### src/hw/aud_defs.svh
`ifndef AUD_DEFS_SVH
`define AUD_DEFS_SVH

// one mono sample as stored in sram
`define AUD_SAMPLE_W 16
// sram word address, 1M words
`define AUD_ADDR_W 20

// speed code 3 plays at 1x, 0 to 2 slow down, 4 to 6 speed up
`define AUD_SPEED_NORMAL 3
`define AUD_SPEED_MAX 6

// bit clocks in one full lrck period, left plus right
`define AUD_FRAME_BCLKS 32

`endif

### src/hw/aud_sample_pkg.sv
`include "aud_defs.svh"

package aud_sample_pkg;

    // signed pcm, one word per sram location
    typedef logic signed [`AUD_SAMPLE_W-1:0] sample_t;

    // unsigned word address into the sample sram
    typedef logic [`AUD_ADDR_W-1:0] sram_addr_t;

endpackage

### src/hw/aud_ctrl_pkg.sv
package aud_ctrl_pkg;

    typedef enum logic [1:0] {
        ST_IDLE  = 2'd0,
        ST_PLAY  = 2'd1,
        ST_PAUSE = 2'd2
    } play_state_e;

    typedef logic [2:0] speed_t;  // 0-2 slow, 3 normal, 4-6 fast

    // fill mode used only while playing slower than 1x
    typedef enum logic {
        INTERP_HOLD   = 1'b0,
        INTERP_LINEAR = 1'b1
    } interp_e;

endpackage

### src/hw/aud_clk_sync.sv
`timescale 1ns/1ps

module aud_clk_sync (
    input  logic i_clk,
    input  logic i_rst_n,
    input  logic i_aud_bclk,
    input  logic i_aud_daclrck,
    output logic o_bclk_fall,
    output logic o_bclk_rise,
    output logic o_lrck_fall,
    output logic o_lrck_rise
);

    // bit 0 carries bclk, bit 1 carries daclrck
    logic [1:0] meta_r;
    logic [1:0] sync_r;
    logic [1:0] prev_r;
    logic [1:0] rise;
    logic [1:0] fall;

    always_ff @(posedge i_clk or negedge i_rst_n) begin
        if (!i_rst_n) begin
            meta_r <= '0;
            sync_r <= '0;
            prev_r <= '0;
        end else begin
            meta_r <= {i_aud_daclrck, i_aud_bclk};  // first stage may go metastable
            sync_r <= meta_r;
            prev_r <= sync_r;                       // edge register
        end
    end

    // both terms come from flops so the strobes are clean single cycles
    assign rise = sync_r & ~prev_r;
    assign fall = ~sync_r & prev_r;

    assign o_bclk_rise = rise[0];
    assign o_bclk_fall = fall[0];
    assign o_lrck_rise = rise[1];   // right half-frame starts
    assign o_lrck_fall = fall[1];   // left half-frame starts

endmodule

### src/hw/aud_dsp.sv
`timescale 1ns/1ps
`include "aud_defs.svh"

module aud_dsp (
    input  logic                       i_clk,
    input  logic                       i_rst_n,
    input  logic                       i_start,
    input  logic                       i_pause,
    input  logic                       i_stop,
    input  aud_ctrl_pkg::speed_t       i_speed,
    input  aud_ctrl_pkg::interp_e      i_interp,
    input  logic                       i_lrck_fall,
    input  aud_sample_pkg::sample_t    i_sram_data,
    output aud_sample_pkg::sram_addr_t o_sram_addr,
    output aud_sample_pkg::sample_t    o_dac_data,
    output aud_ctrl_pkg::play_state_e  o_state
);

    aud_ctrl_pkg::play_state_e  state_r, state_w;
    aud_sample_pkg::sram_addr_t addr_r, addr_w;
    aud_sample_pkg::sample_t    held_r, held_w;   // sample queued for the next frame
    aud_sample_pkg::sample_t    out_r, out_w;
    logic [2:0]                 phase_r, phase_w; // c, position inside one source sample

    aud_ctrl_pkg::speed_t       speed;
    logic                       fast;
    logic [2:0]                 fast_shift;
    logic [2:0]                 slow_shift;
    logic [3:0]                 n_slow;
    logic [2:0]                 phase_last;
    aud_sample_pkg::sram_addr_t step;

    logic signed [`AUD_SAMPLE_W:0]   diff;
    logic signed [`AUD_SAMPLE_W+3:0] scaled;
    logic signed [`AUD_SAMPLE_W+3:0] interp;

    assign o_sram_addr = addr_r;
    assign o_dac_data  = out_r;
    assign o_state     = state_r;

    // codes above the table play at the fastest rate
    assign speed = (i_speed > aud_ctrl_pkg::speed_t'(`AUD_SPEED_MAX)) ?
                   aud_ctrl_pkg::speed_t'(`AUD_SPEED_MAX) : i_speed;

    assign fast       = speed >= aud_ctrl_pkg::speed_t'(`AUD_SPEED_NORMAL);
    assign fast_shift = speed - aud_ctrl_pkg::speed_t'(`AUD_SPEED_NORMAL);
    assign slow_shift = aud_ctrl_pkg::speed_t'(`AUD_SPEED_NORMAL) - speed;
    assign step       = aud_sample_pkg::sram_addr_t'(1) << fast_shift;
    assign n_slow     = 4'd1 << slow_shift;              // N frames per source sample
    assign phase_last = 3'(n_slow - 4'd1);

    // held + ((next - held) * c) >>> log2(N), kept signed all the way
    assign diff   = {i_sram_data[`AUD_SAMPLE_W-1], i_sram_data}
                  - {held_r[`AUD_SAMPLE_W-1], held_r};
    assign scaled = diff * $signed({1'b0, phase_r});
    assign interp = (scaled >>> slow_shift)
                  + $signed({{4{held_r[`AUD_SAMPLE_W-1]}}, held_r});

    always_comb begin
        state_w = state_r;
        addr_w  = addr_r;
        held_w  = held_r;
        out_w   = out_r;
        phase_w = phase_r;

        if (i_stop && state_r != aud_ctrl_pkg::ST_IDLE) begin
            state_w = aud_ctrl_pkg::ST_IDLE;
            addr_w  = '0;
            out_w   = '0;
            phase_w = '0;
        end else begin
            case (state_r)
                aud_ctrl_pkg::ST_IDLE: begin
                    if (i_start) begin
                        state_w = aud_ctrl_pkg::ST_PLAY;
                        held_w  = i_sram_data;   // address sits at 0 in idle
                        addr_w  = fast ? step : aud_sample_pkg::sram_addr_t'(1);
                        phase_w = '0;
                    end
                end
                aud_ctrl_pkg::ST_PLAY: begin
                    if (i_pause) begin
                        state_w = aud_ctrl_pkg::ST_PAUSE;
                    end else if (i_lrck_fall) begin
                        if (fast) begin
                            out_w   = held_r;
                            held_w  = i_sram_data;
                            addr_w  = addr_r + step;
                            phase_w = '0;
                        end else begin
                            out_w = (i_interp == aud_ctrl_pkg::INTERP_LINEAR) ?
                                    interp[`AUD_SAMPLE_W-1:0] : held_r;
                            if (phase_r >= phase_last) begin
                                phase_w = '0;            // move on to the next pair
                                held_w  = i_sram_data;
                                addr_w  = addr_r + aud_sample_pkg::sram_addr_t'(1);
                            end else begin
                                phase_w = phase_r + 3'd1;
                            end
                        end
                    end
                end
                aud_ctrl_pkg::ST_PAUSE: begin
                    if (!i_pause) begin
                        state_w = aud_ctrl_pkg::ST_PLAY;
                    end
                end
                default: begin
                    state_w = aud_ctrl_pkg::ST_IDLE;
                end
            endcase
        end
    end

    always_ff @(posedge i_clk or negedge i_rst_n) begin
        if (!i_rst_n) begin
            state_r <= aud_ctrl_pkg::ST_IDLE;
            addr_r  <= '0;
            out_r   <= '0;
            phase_r <= '0;
        end else begin
            state_r <= state_w;
            addr_r  <= addr_w;
            out_r   <= out_w;
            phase_r <= phase_w;
        end
    end

    always_ff @(posedge i_clk) begin
        held_r <= held_w;
    end

endmodule

### src/hw/aud_dac_tx.sv
`timescale 1ns/1ps
`include "aud_defs.svh"

module aud_dac_tx (
    input  logic                    i_clk,
    input  logic                    i_rst_n,
    input  logic                    i_lrck_fall,
    input  logic                    i_lrck_rise,
    input  logic                    i_bclk_fall,
    input  aud_sample_pkg::sample_t i_sample,
    output logic                    o_aud_dacdat
);

    localparam int CNT_W = $clog2(`AUD_SAMPLE_W + 1);

    logic                     start_r;      // half-frame edge, one cycle late
    logic [`AUD_SAMPLE_W-1:0] shift_r;
    logic [CNT_W-1:0]         bits_left_r;
    logic                     shifting;

    assign shifting = i_bclk_fall && (bits_left_r != '0);

    // the delay lets the dsp finish its update before the sample is taken
    always_ff @(posedge i_clk or negedge i_rst_n) begin
        if (!i_rst_n) begin
            start_r <= 1'b0;
        end else begin
            start_r <= i_lrck_fall | i_lrck_rise;
        end
    end

    always_ff @(posedge i_clk or negedge i_rst_n) begin
        if (!i_rst_n) begin
            bits_left_r  <= '0;
            o_aud_dacdat <= 1'b0;
        end else if (start_r) begin
            bits_left_r <= CNT_W'(`AUD_SAMPLE_W);
        end else if (i_bclk_fall) begin
            if (bits_left_r != '0) begin
                o_aud_dacdat <= shift_r[`AUD_SAMPLE_W-1];  // msb first
                bits_left_r  <= bits_left_r - CNT_W'(1);
            end else begin
                o_aud_dacdat <= 1'b0;  // pad to the end of the half-frame
            end
        end
    end

    always_ff @(posedge i_clk) begin
        if (start_r) begin
            shift_r <= i_sample;
        end else if (shifting) begin
            shift_r <= {shift_r[`AUD_SAMPLE_W-2:0], 1'b0};
        end
    end

endmodule

### src/hw/aud_player_top.sv
`timescale 1ns/1ps

module aud_player_top (
    input  logic                       i_clk,
    input  logic                       i_rst_n,
    input  logic                       i_start,
    input  logic                       i_pause,
    input  logic                       i_stop,
    input  aud_ctrl_pkg::speed_t       i_speed,
    input  aud_ctrl_pkg::interp_e      i_interp,
    input  logic                       i_aud_bclk,
    input  logic                       i_aud_daclrck,
    input  aud_sample_pkg::sample_t    i_sram_data,
    output aud_sample_pkg::sram_addr_t o_sram_addr,
    output aud_ctrl_pkg::play_state_e  o_state,
    output logic                       o_aud_dacdat
);

    logic                    bclk_fall;
    logic                    bclk_rise;  // spare strobe, the receiver edge
    logic                    lrck_fall;
    logic                    lrck_rise;
    aud_sample_pkg::sample_t dac_data;

    aud_clk_sync u_sync (
        .i_clk         (i_clk),
        .i_rst_n       (i_rst_n),
        .i_aud_bclk    (i_aud_bclk),
        .i_aud_daclrck (i_aud_daclrck),
        .o_bclk_fall   (bclk_fall),
        .o_bclk_rise   (bclk_rise),
        .o_lrck_fall   (lrck_fall),
        .o_lrck_rise   (lrck_rise)
    );

    aud_dsp u_dsp (
        .i_clk       (i_clk),
        .i_rst_n     (i_rst_n),
        .i_start     (i_start),
        .i_pause     (i_pause),
        .i_stop      (i_stop),
        .i_speed     (i_speed),
        .i_interp    (i_interp),
        .i_lrck_fall (lrck_fall),
        .i_sram_data (i_sram_data),
        .o_sram_addr (o_sram_addr),
        .o_dac_data  (dac_data),
        .o_state     (o_state)
    );

    aud_dac_tx u_tx (
        .i_clk        (i_clk),
        .i_rst_n      (i_rst_n),
        .i_lrck_fall  (lrck_fall),
        .i_lrck_rise  (lrck_rise),
        .i_bclk_fall  (bclk_fall),
        .i_sample     (dac_data),
        .o_aud_dacdat (o_aud_dacdat)
    );

endmodule

### config.mk
export PLATFORM = sky130hd
export DESIGN_NAME = aud_player_top
export DESIGN_NICKNAME = d
export VERILOG_FILES = /design/src/hw/aud_sample_pkg.sv /design/src/hw/aud_ctrl_pkg.sv /design/src/hw/aud_clk_sync.sv /design/src/hw/aud_dsp.sv /design/src/hw/aud_dac_tx.sv /design/src/hw/aud_player_top.sv
export VERILOG_INCLUDE_DIRS = /design/src /design/src/hw
export SDC_FILE = /design/constraint.sdc
export NUM_CORES = 1
export LEC_CHECK = 0
export BUFFER_PORTS_ARGS = -buffer_cell sky130_fd_sc_hd__buf_2
export CAP_MARGIN = 20
export CORE_MARGIN = 3
export CORE_UTILIZATION = 45
export CTS_BUF_LIST = sky130_fd_sc_hd__clkbuf_4 sky130_fd_sc_hd__clkbuf_8 sky130_fd_sc_hd__clkbuf_16
export DETAILED_ROUTE_END_ITERATION = 6
export PLACE_DENSITY = 0.68
export SLEW_MARGIN = 20
export SYNTH_ARGS = -nofsm -noshare
export SYNTH_HDL_FRONTEND = slang
export SYNTH_SLANG_ARGS = --single-unit
### constraint.sdc
create_clock -name i_clk -period 21.6 [get_ports i_clk]
set_input_delay 1.08 -clock i_clk [delete_from_list [all_inputs] [get_ports i_clk]]
set_output_delay 1.08 -clock i_clk [all_outputs]
set_load 0.005 [all_outputs]
==> results of run 1 <==
==> flip-flops by register name, summed over array words and instances, names as in the netlist <==
| register | cells |
|---|---|
| u_dsp.o_sram_addr | 20 |
| u_dsp.held_r | 16 |
| u_dsp.o_dac_data | 16 |
| u_tx.shift_r | 16 |
| u_tx.bits_left_r | 5 |
| u_dsp.phase_r | 3 |
| u_dsp.o_state | 2 |
| u_sync.meta_r | 2 |
| u_sync.prev_r | 2 |
| u_sync.sync_r | 2 |
| u_tx.o_aud_dacdat | 1 |
| u_tx.start_r | 1 |
==> layout make-up <==
class,count,area (µm²),area share (%)
inverters,111,417,4.74
repair buffers,52,268,3.05
clock buffers,12,260,2.96
multi-input cells,733,5220,59.4
flip-flops and latches,86,2310,26.3
clock inverters,4,28.8,0.328
well taps,225,282,3.20
==> metal layers <==
metal / global-route usage, % / vias to the layer above / share of wire (%)
li1: - / 3352 / -
met1: 24.8 / 3039 / 48
met2: 31.6 / 87 / 48
met3: 1.98 / 12 / 2.5
met4: 3.77 / 0 / 0.93
met5: 0 / - / 0
==> synth_stat cells (3+ instances only) <==
cell,count,area share (%)
o21a_1,9,0.84
mux2_2,20,2.8
o21ai_1,4,0.25
o211ai_1,6,0.56
xnor2_1,31,3.4
and2_1,29,2.2
a21oi_1,60,3.7
a21o_1,16,1.5
nand2b_1,15,1.2
fa_1,20,5.0
a22o_1,4,0.43
and3_1,14,1.1
a211oi_1,8,0.74
inv_1,110,5.1
o21bai_1,3,0.28
edfxtp_1,32,12
or2_2,3,0.23
or3_1,3,0.23
o31ai_1,3,0.28
buf_1,5,0.23
o21ai_0,66,4.1
nand2_1,100,4.7
mux2i_1,25,3.1
nor2_1,89,4.1
nand4_1,6,0.47
a21boi_0,3,0.28
dfrtp_1,54,17
a31oi_1,9,0.70
nor3_1,19,1.2
nand3_1,16,0.99
clkbuf_1,26,1.2
xor2_1,18,2.0
ha_1,83,13
nor2b_1,17,1.3
==> how the worst max path moves through the flow <==
stage	end	start
detailed placement	u_dsp.o_dac_data[15]$_DFFE_PN0P_	i_sram_data[1]
floorplan	u_dsp.o_dac_data[15]$_DFFE_PN0P_	i_sram_data[1]
global placement	u_dsp.o_dac_data[15]$_DFFE_PN0P_	i_sram_data[1]
global route	u_dsp.o_dac_data[15]$_DFFE_PN0P_	i_sram_data[1]
CTS	u_dsp.o_dac_data[15]$_DFFE_PN0P_	i_sram_data[1]
finish	u_dsp.o_dac_data[15]$_DFFE_PN0P_	i_sram_data[1]
==> per-stage QoR <==
stage / hold WS (ns) / area [µm²] / power (µW) / utilization, % / std cells
floorplan: 0.331 / 8070 / 322 / - / 962
global placement: 0.334 / 8500 / 360 / 48.8 / 1207
detailed placement: 0.337 / 8500 / 363 / 48.8 / 1207
CTS: 0.351 / 8780 / 515 / 50.4 / 1223
global route: 0.366 / 8780 / 546 / 50.4 / 1223
finish: 0.349 / 8780 / 510 / 50.4 / 1223
==> power breakdown <==
part	switching, µW	total [µW]	internal, µW
clock network	63.6	150	86.0
logic	94.3	159	64.5
registers	13.5	202	188
==> kinds of logic (layout without fill, tap and decap cells) <==
family / count (synthesis) / count (layout) / synth area share, %
XOR/XNOR: 49 / 49 / 5.32
flip-flops: 86 / 86 / 28.7
adder cells (fa/ha/maj): 103 / 103 / 17.8
buffers and inverters: 143 / 179 / 6.67
multiplexers: 46 / 46 / 6.17
AO/OA/AOI/OAI: 209 / 209 / 16.1
AND/OR/NAND/NOR: 326 / 326 / 19.3
==> results.cfg, run 1 <==
[synthesis]
synth_cell_types = 64
synth-seq-area-share_pct = 28.7
yosys_warnings = 0
synthCells = 962
synth-edff-count = 32
synthFlopType = dfrtp_1
syn_nets = 1092
synthArstFlopShare_pct = 62.8
syn-cell-area_um2 = 8070
synth_area_per_cell_um2 = 8.39
synth_seq_cells = 86

[routing]
detail-route-antenna-nets = 0
drc = 0
vias = 6490
wl_per_cell_um = 14.1
routed_via_density = 5.31
drtIter0Drc = 344
wirelength_mm = 17.2
dr.pass1.iters = 5

[timing]
post-route-min-period_ns = 7.94
final-max-slew-violation-count = 0
slew-limit-headroom_pct = 34.7
rsz0062_at_grt = no
setup_viol = 0
finalSetupTns_ns = 0
worstMarginPinSlew_ns = 0.977
setup_ws_ns = 13.66
fmax_ghz = 0.126
fin_crit_sh_pct = 36.8
fin_skew_ns = 0.00940
finalHoldViolations = 0

[floorplanning]
die_y_um = 140
rows = 48
io_pins = 50
coreArea_um2 = 17400
dieArea_um2 = 19600
die_w_um = 140
initial_core_util_pct = 46.3

[clock_tree]
cts_resized = 0
clock_sinks = 86
cts_buffer_depth = 2
cts.reportedPaths.clkPinSlew_ns = 0.06
cts_tree = done
postCtsSetupBuffers = 0
numCtsBuffers = 9
root_buffer = clkbuf_16
cts_hold_buf = 0
htree_levels = 3
insertion_delay_ns = 0.34

[grt]
grt_pass1_vias = 6415
grt_max_degree = 55
antenna_found_initial = 0
grt_pass1_wl_mm = 30.0
grt_overflow = 0
track_usage_pct = 18.2

[critical_path]
endpoint_kind = flip-flop
required_ns = 21.80
cp_top_family = compound AO/OA/AOI/OAI gates
max_stage_delay_ns = 0.49
worstPathArrival_ns = 8.15
critPathLaunchType = input port
worstReg2RegStart = u_dsp.held_r[1]$_DFFE_PP_
worst_path_max_delay_cell = fa_1
r2r_slack_ns = 13.90
r2r_cells = 32
critPathBufInv = 3
timing.rr.end = u_dsp.o_dac_data[15]$_DFFE_PN0P_
critical_path_depth = 32
crit_fanout = 6
critPathKind = input port to flip-flop

[placed_design]
io_buffers = 49
place_hpwl_mm = 13.9
place_congestion = 0.849
dpl_worst_slack_ns = 13.36

[finish]
fin_nets = 1123
final_common_cell = inv_1
layout_common_cells = inv_1, nand2_1, nor2_1, ha_1, o21ai_0
fillCellCount = 1682
drive_above_1_share_pct = 10.6
antenna_cells = 0
area_growth_pct = 8.89

[worst_hold_path]
min_from = u_sync.meta_r[0]$_DFF_PN0_
worstHoldEndpoint = u_sync.sync_r[0]$_DFF_PN0_
hold_class = flip-flop to flip-flop
whs_path_depth = 0

[outcome]
status = finished clean

[flow_run]
drv_cap = 0

[pwr]
p_per_area_nw_per_um2 = 58.1
ir_drop_mv = 0.0443
leakage_uw = 0.00429
No activity file was read; power rests on OpenSTA's default activity.
==> run 2, diff against run 1 <==
Clock period 21.6 ns to 7.8 ns, I/O delays scaled along.
==> results.cfg, run 2 (same netlist as run 1, synthesis figures left out) <==
[timing]
finalSetupTns_ns = 0
finalHoldViolations = 0
setup_viol = 0
fmax_ghz = 0.137
fin_skew_ns = 0.00837
worstMarginPinSlew_ns = 0.950
final-max-slew-violation-count = 0
rsz0062_at_grt = no
fin_crit_sh_pct = 93.9
post-route-min-period_ns = 7.32
slew-limit-headroom_pct = 36.5
setup_ws_ns = 0.479

[routing]
drc = 0
dr.max_layer_used = met4
dr_wl_met2_mm = 8.53
routed_via_density = 5.35
wl_met1_mm = 8.56
drtIter0Drc = 280
vias = 6562
wl_per_cell_um = 14.5
wirelength_mm = 17.8
dr.pass1.iters = 4
detail-route-antenna-nets = 0
wl_met3_um = 401

[critical_path]
critPathKind = flip-flop to flip-flop
critPathLaunchType = flip-flop
crit_fanout = 5
worstPathArrival_ns = 7.53
worst_path_max_delay_cell = fa_1
endpoint_kind = flip-flop
path_common_cell = a21o_1
r2r_slack_ns = 0.48
max_stage_delay_ns = 0.54
required_ns = 8.01

[floorplanning]
initial_core_util_pct = 46.3
die_w_um = 140
rows = 48
dieArea_um2 = 19600
die_y_um = 140
io_pins = 50
coreArea_um2 = 17400

[pwr]
p_clk_share_pct = 31.0
p_per_area_nw_per_um2 = 164
leakage_uw = 0.00432
p_switching_uw = 484
finalPower_uw = 1460
ir_drop_mv = 0.138
power_frac_seq_pct = 38.4
internal_power_uw = 972
p_comb_share_pct = 30.6
p_sw_share_pct = 33.2

[placed_design]
place_hpwl_mm = 14.3
io_buffers = 49
place_congestion = 0.866
dpl_worst_slack_ns = 0.0591

[finish]
final_common_cell = inv_1
fin_nets = 1126
drive_above_1_share_pct = 11.4
largest_reg_flops = 20
area_growth_pct = 9.99
layout_common_cells = inv_1, nand2_1, nor2_1, ha_1, o21ai_0

[clock_tree]
cts_tree = done
cts_buffer_depth = 2
cts.reportedPaths.clkPinSlew_ns = 0.07
htree_levels = 3
cts_hold_buf = 0
insertion_delay_ns = 0.34
clock_sinks = 86
numCtsBuffers = 9
root_buffer = clkbuf_16

[grt]
grt_pass1_wl_mm = 30.0
track_usage_pct = 18.3
grt_pass1_vias = 6362
grt_overflow = 0
antenna_found_initial = 1
grt_max_degree = 55

[outcome]
status = finished clean

[flow_run]
drv_cap = 0

[worst_hold_path]
hold_class = input port to async pin
run 2: power by group through the flow:
stage | clock [µW] | combinational (µW) | sequential [µW]
finish | 451 | 446 | 559
global route | 481 | 505 | 566
floorplan | 0 | 340 | 551
global placement | 0 | 430 | 568
CTS | 462 | 440 | 560
detailed placement | 0 | 437 | 568
run 2: stage by stage:
stage                     hold slack [ns]  instance area, µm²  std cells  utilization (%)
after global routing                0.150                8870       1227             50.9
after CTS                           0.151                8820       1224             50.6
after detailed placement            0.338                8500       1208             48.8
after global placement              0.333                8500       1208             48.8
final                               0.162                8870       1227             50.9
after floorplan                    0.0944                8070        962                -
run 2: worst max-delay path: cells and delay by family, from the launching register on:
family,cells,cell delay (ns)
xor+xnor,2,0.33
fa+ha+maj,5,1.77
simple gates,6,0.75
flops,1,0.42
buf+inv,3,0.24
compound gates,15,3.07
mux,2,0.60
run 2: cell type report:
cell class / count / area (µm²)
clock buffers: 11 / 253
inverters: 111 / 417
clock inverters: 5 / 62.6
diodes: 1 / 2.50
well taps: 225 / 282
flip-flops and latches: 86 / 2310
fillers: 1691 / 8540
repair buffers: 55 / 290
multi-input cells: 733 / 5260
run 2: metal layers:
layer	up-vias	global-route usage (%)
met2	66	30.8
met4	0	5.35
met3	14	2.08
met1	3122	24.9
li1	3360	-
met5	-	0
run 2: worst paths after layout:
path                                            startpoint                               end  cells past startpoint
worst max register to register   u_dsp.held_r[1]$_DFFE_PP_  u_dsp.o_dac_data[15]$_DFFE_PN0P_                     33
worst min-delay path                               i_rst_n   u_dsp.o_dac_data[2]$_DFFE_PN0P_                      2
min in group i_clk                           i_aud_daclrck        u_sync.meta_r[1]$_DFF_PN0_                      1
max in group asynchronous                          i_rst_n  u_dsp.o_dac_data[15]$_DFFE_PN0P_                      2
worst min register to register  u_sync.meta_r[0]$_DFF_PN0_        u_sync.sync_r[0]$_DFF_PN0_                      0
worst max-delay path             u_dsp.held_r[1]$_DFFE_PP_  u_dsp.o_dac_data[15]$_DFFE_PN0P_                     33
run 2: timing repair:
item,CTS,global route
buffers inserted,0,2
gates resized for setup,0,7
setup endpoints to repair,0,2
==> run 3, diff against run 2 <==
Settings changed: PLACE_DENSITY 0.68 to 0.7.
==> results.cfg, run 3 (same netlist as run 1, synthesis figures left out) <==
[critical_path]
critPathKind = flip-flop to flip-flop
critPathBufInv = 3
crit_end = u_dsp.o_dac_data[15]$_DFFE_PN0P_
timing.rr.end = u_dsp.o_dac_data[15]$_DFFE_PN0P_
critPathLaunchType = flip-flop
path_common_cell = a21o_1
cp-startpoint = u_dsp.held_r[1]$_DFFE_PP_
worstPathArrival_ns = 7.49
r2r_cells = 33
worst_path_max_delay_cell = fa_1
endpoint_kind = flip-flop
critical_path_depth = 33
crit_fanout = 5
r2r_slack_ns = 0.52
worstReg2RegStart = u_dsp.held_r[1]$_DFFE_PP_
required_ns = 8.01
cp_top_family = compound AO/OA/AOI/OAI gates
max_stage_delay_ns = 0.53

[worst_hold_path]
hold_class = input port to flip-flop

[clock_tree]
htree_levels = 3
cts_tree = done
cts_buffer_depth = 2
cts.reportedPaths.clkPinSlew_ns = 0.07
numCtsBuffers = 9
root_buffer = clkbuf_16
clock_sinks = 86
insertion_delay_ns = 0.35
cts_hold_buf = 0

[floorplanning]
die_w_um = 140
io_pins = 50
die_y_um = 140
coreArea_um2 = 17400
dieArea_um2 = 19600
rows = 48
initial_core_util_pct = 46.3

[finish]
layout_common_cells = inv_1, nand2_1, nor2_1, ha_1, o21ai_0
design_area_um2 = 8880
area_growth_pct = 10.0
largest_reg_flops = 20
fillCellCount = 1675
final_common_cell = inv_1
drive_above_1_share_pct = 11.8
fin_nets = 1127

[routing]
dr_wl_met2_mm = 8.34
wl_met1_mm = 8.53
wl_met3_um = 635
dr.pass1.iters = 4
detail-route-antenna-nets = 0
dr.max_layer_used = met4
wirelength_mm = 17.8
routed_via_density = 5.35
drc = 0
vias = 6574
drtIter0Drc = 315
wl_per_cell_um = 14.5

[timing]
worstMarginPinSlew_ns = 0.993
final-max-slew-violation-count = 0
post-route-min-period_ns = 7.28
finalSetupTns_ns = 0
fin_crit_sh_pct = 93.3
slew-limit-headroom_pct = 33.7
setup_ws_ns = 0.522
finalHoldViolations = 0
setup_viol = 0
fmax_ghz = 0.137
fin_skew_ns = 0.0154
rsz0062_at_grt = no

[grt]
track_usage_pct = 18.4
grt_overflow = 0
grt_max_degree = 55
antenna_found_initial = 1
grt_pass1_vias = 6409
grt_pass1_wl_mm = 30.4

[pwr]
ir_drop_mv = 0.166
leakage_uw = 0.00432
p_per_area_nw_per_um2 = 162

[flow_run]
drv_cap = 0

[placed_design]
io_buffers = 49
place_hpwl_mm = 14.2
place_congestion = 0.882
postPlaceCellArea_um2 = 8510
dpl_worst_slack_ns = 0.152

[outcome]
status = finished clean
[run 3: cell types whose count changed in the layout (fill, tap and decap cells not counted), sizes merged]
cell / previous run / this run
bufinv: 1 / 0
buf: 55 / 56
inv: 114 / 115
[run 3: worst reg2reg max path: cells and delay by family, from the launching register on]
kind                       cells  cell delay, ns
AOI/OAI and AO/OA             15            3.03
adders and majority gates      5            1.75
and+or+nand+nor                6            0.76
muxes                          2            0.58
DFF                            1            0.44
xor gates and xnor gates       2            0.34
buffers and inverters          3            0.22
[run 3: area by class of cell]
type,count,area (µm²),area share (%)
clock buffers,11,258,2.90
flip-flops and latches,86,2310,26.1
repair buffers,56,298,3.35
inverters,111,417,4.69
multi-input cells,733,5270,59.4
diodes,1,2.50,0.0282
clock inverters,5,37.5,0.423
well taps,225,282,3.17
[run 3: through the flow]
| step | power (µW) | std cells | util [%] | hold WS, ns |
|---|---|---|---|---|
| 3_3_place_gp | 999 | 1209 | 48.9 | 0.334 |
| 2_1_floorplan | 891 | 962 | - | 0.0944 |
| 4_1_cts | 1440 | 1225 | 50.6 | 0.151 |
| 3_5_place_dp | 1010 | 1209 | 48.9 | 0.336 |
| 6_report | 1440 | 1228 | 51.0 | 0.158 |
| 5_1_grt | 1540 | 1228 | 51.0 | 0.151 |
[run 3: how the worst min path moves through the flow]
| stage | startpoint | end | slack, ns | cells after the start |
|---|---|---|---|---|
| 5_1_grt | i_aud_daclrck | u_sync.meta_r[1]$_DFF_PN0_ | 0.15 | 1 |
| 4_1_cts | i_aud_daclrck | u_sync.meta_r[1]$_DFF_PN0_ | 0.15 | 1 |
| 3_3_place_gp | u_sync.meta_r[0]$_DFF_PN0_ | u_sync.sync_r[0]$_DFF_PN0_ | 0.33 | 0 |
| 2_1_floorplan | i_rst_n | u_dsp.o_dac_data[0]$_DFFE_PN0P_ | 0.09 | 0 |
| 3_5_place_dp | u_sync.meta_r[1]$_DFF_PN0_ | u_sync.sync_r[1]$_DFF_PN0_ | 0.34 | 0 |
| 6_report | i_aud_daclrck | u_sync.meta_r[1]$_DFF_PN0_ | 0.16 | 1 |
[run 3: repair_timing]
action,CTS,global route
hold endpoints to repair,0,0
setup endpoints to repair,0,3
resized for setup,0,11
buffers inserted,0,2
[run 3: report_power, final]
part	switching (µW)	total (µW)	internal, µW	leakage, µW
Sequential	36.9	559	522	0.00104
Combinational	269	451	182	0.00313
Clock	188	430	242	0.000150
[run 3: metal layers]
| layer | track usage [%] | vias up |
|---|---|---|
| met2 | 30.8 | 106 |
| li1 | - | 3365 |
| met3 | 2.12 | 18 |
| met1 | 25.7 | 3085 |
| met4 | 4.49 | 0 |
| met5 | 0 | - |
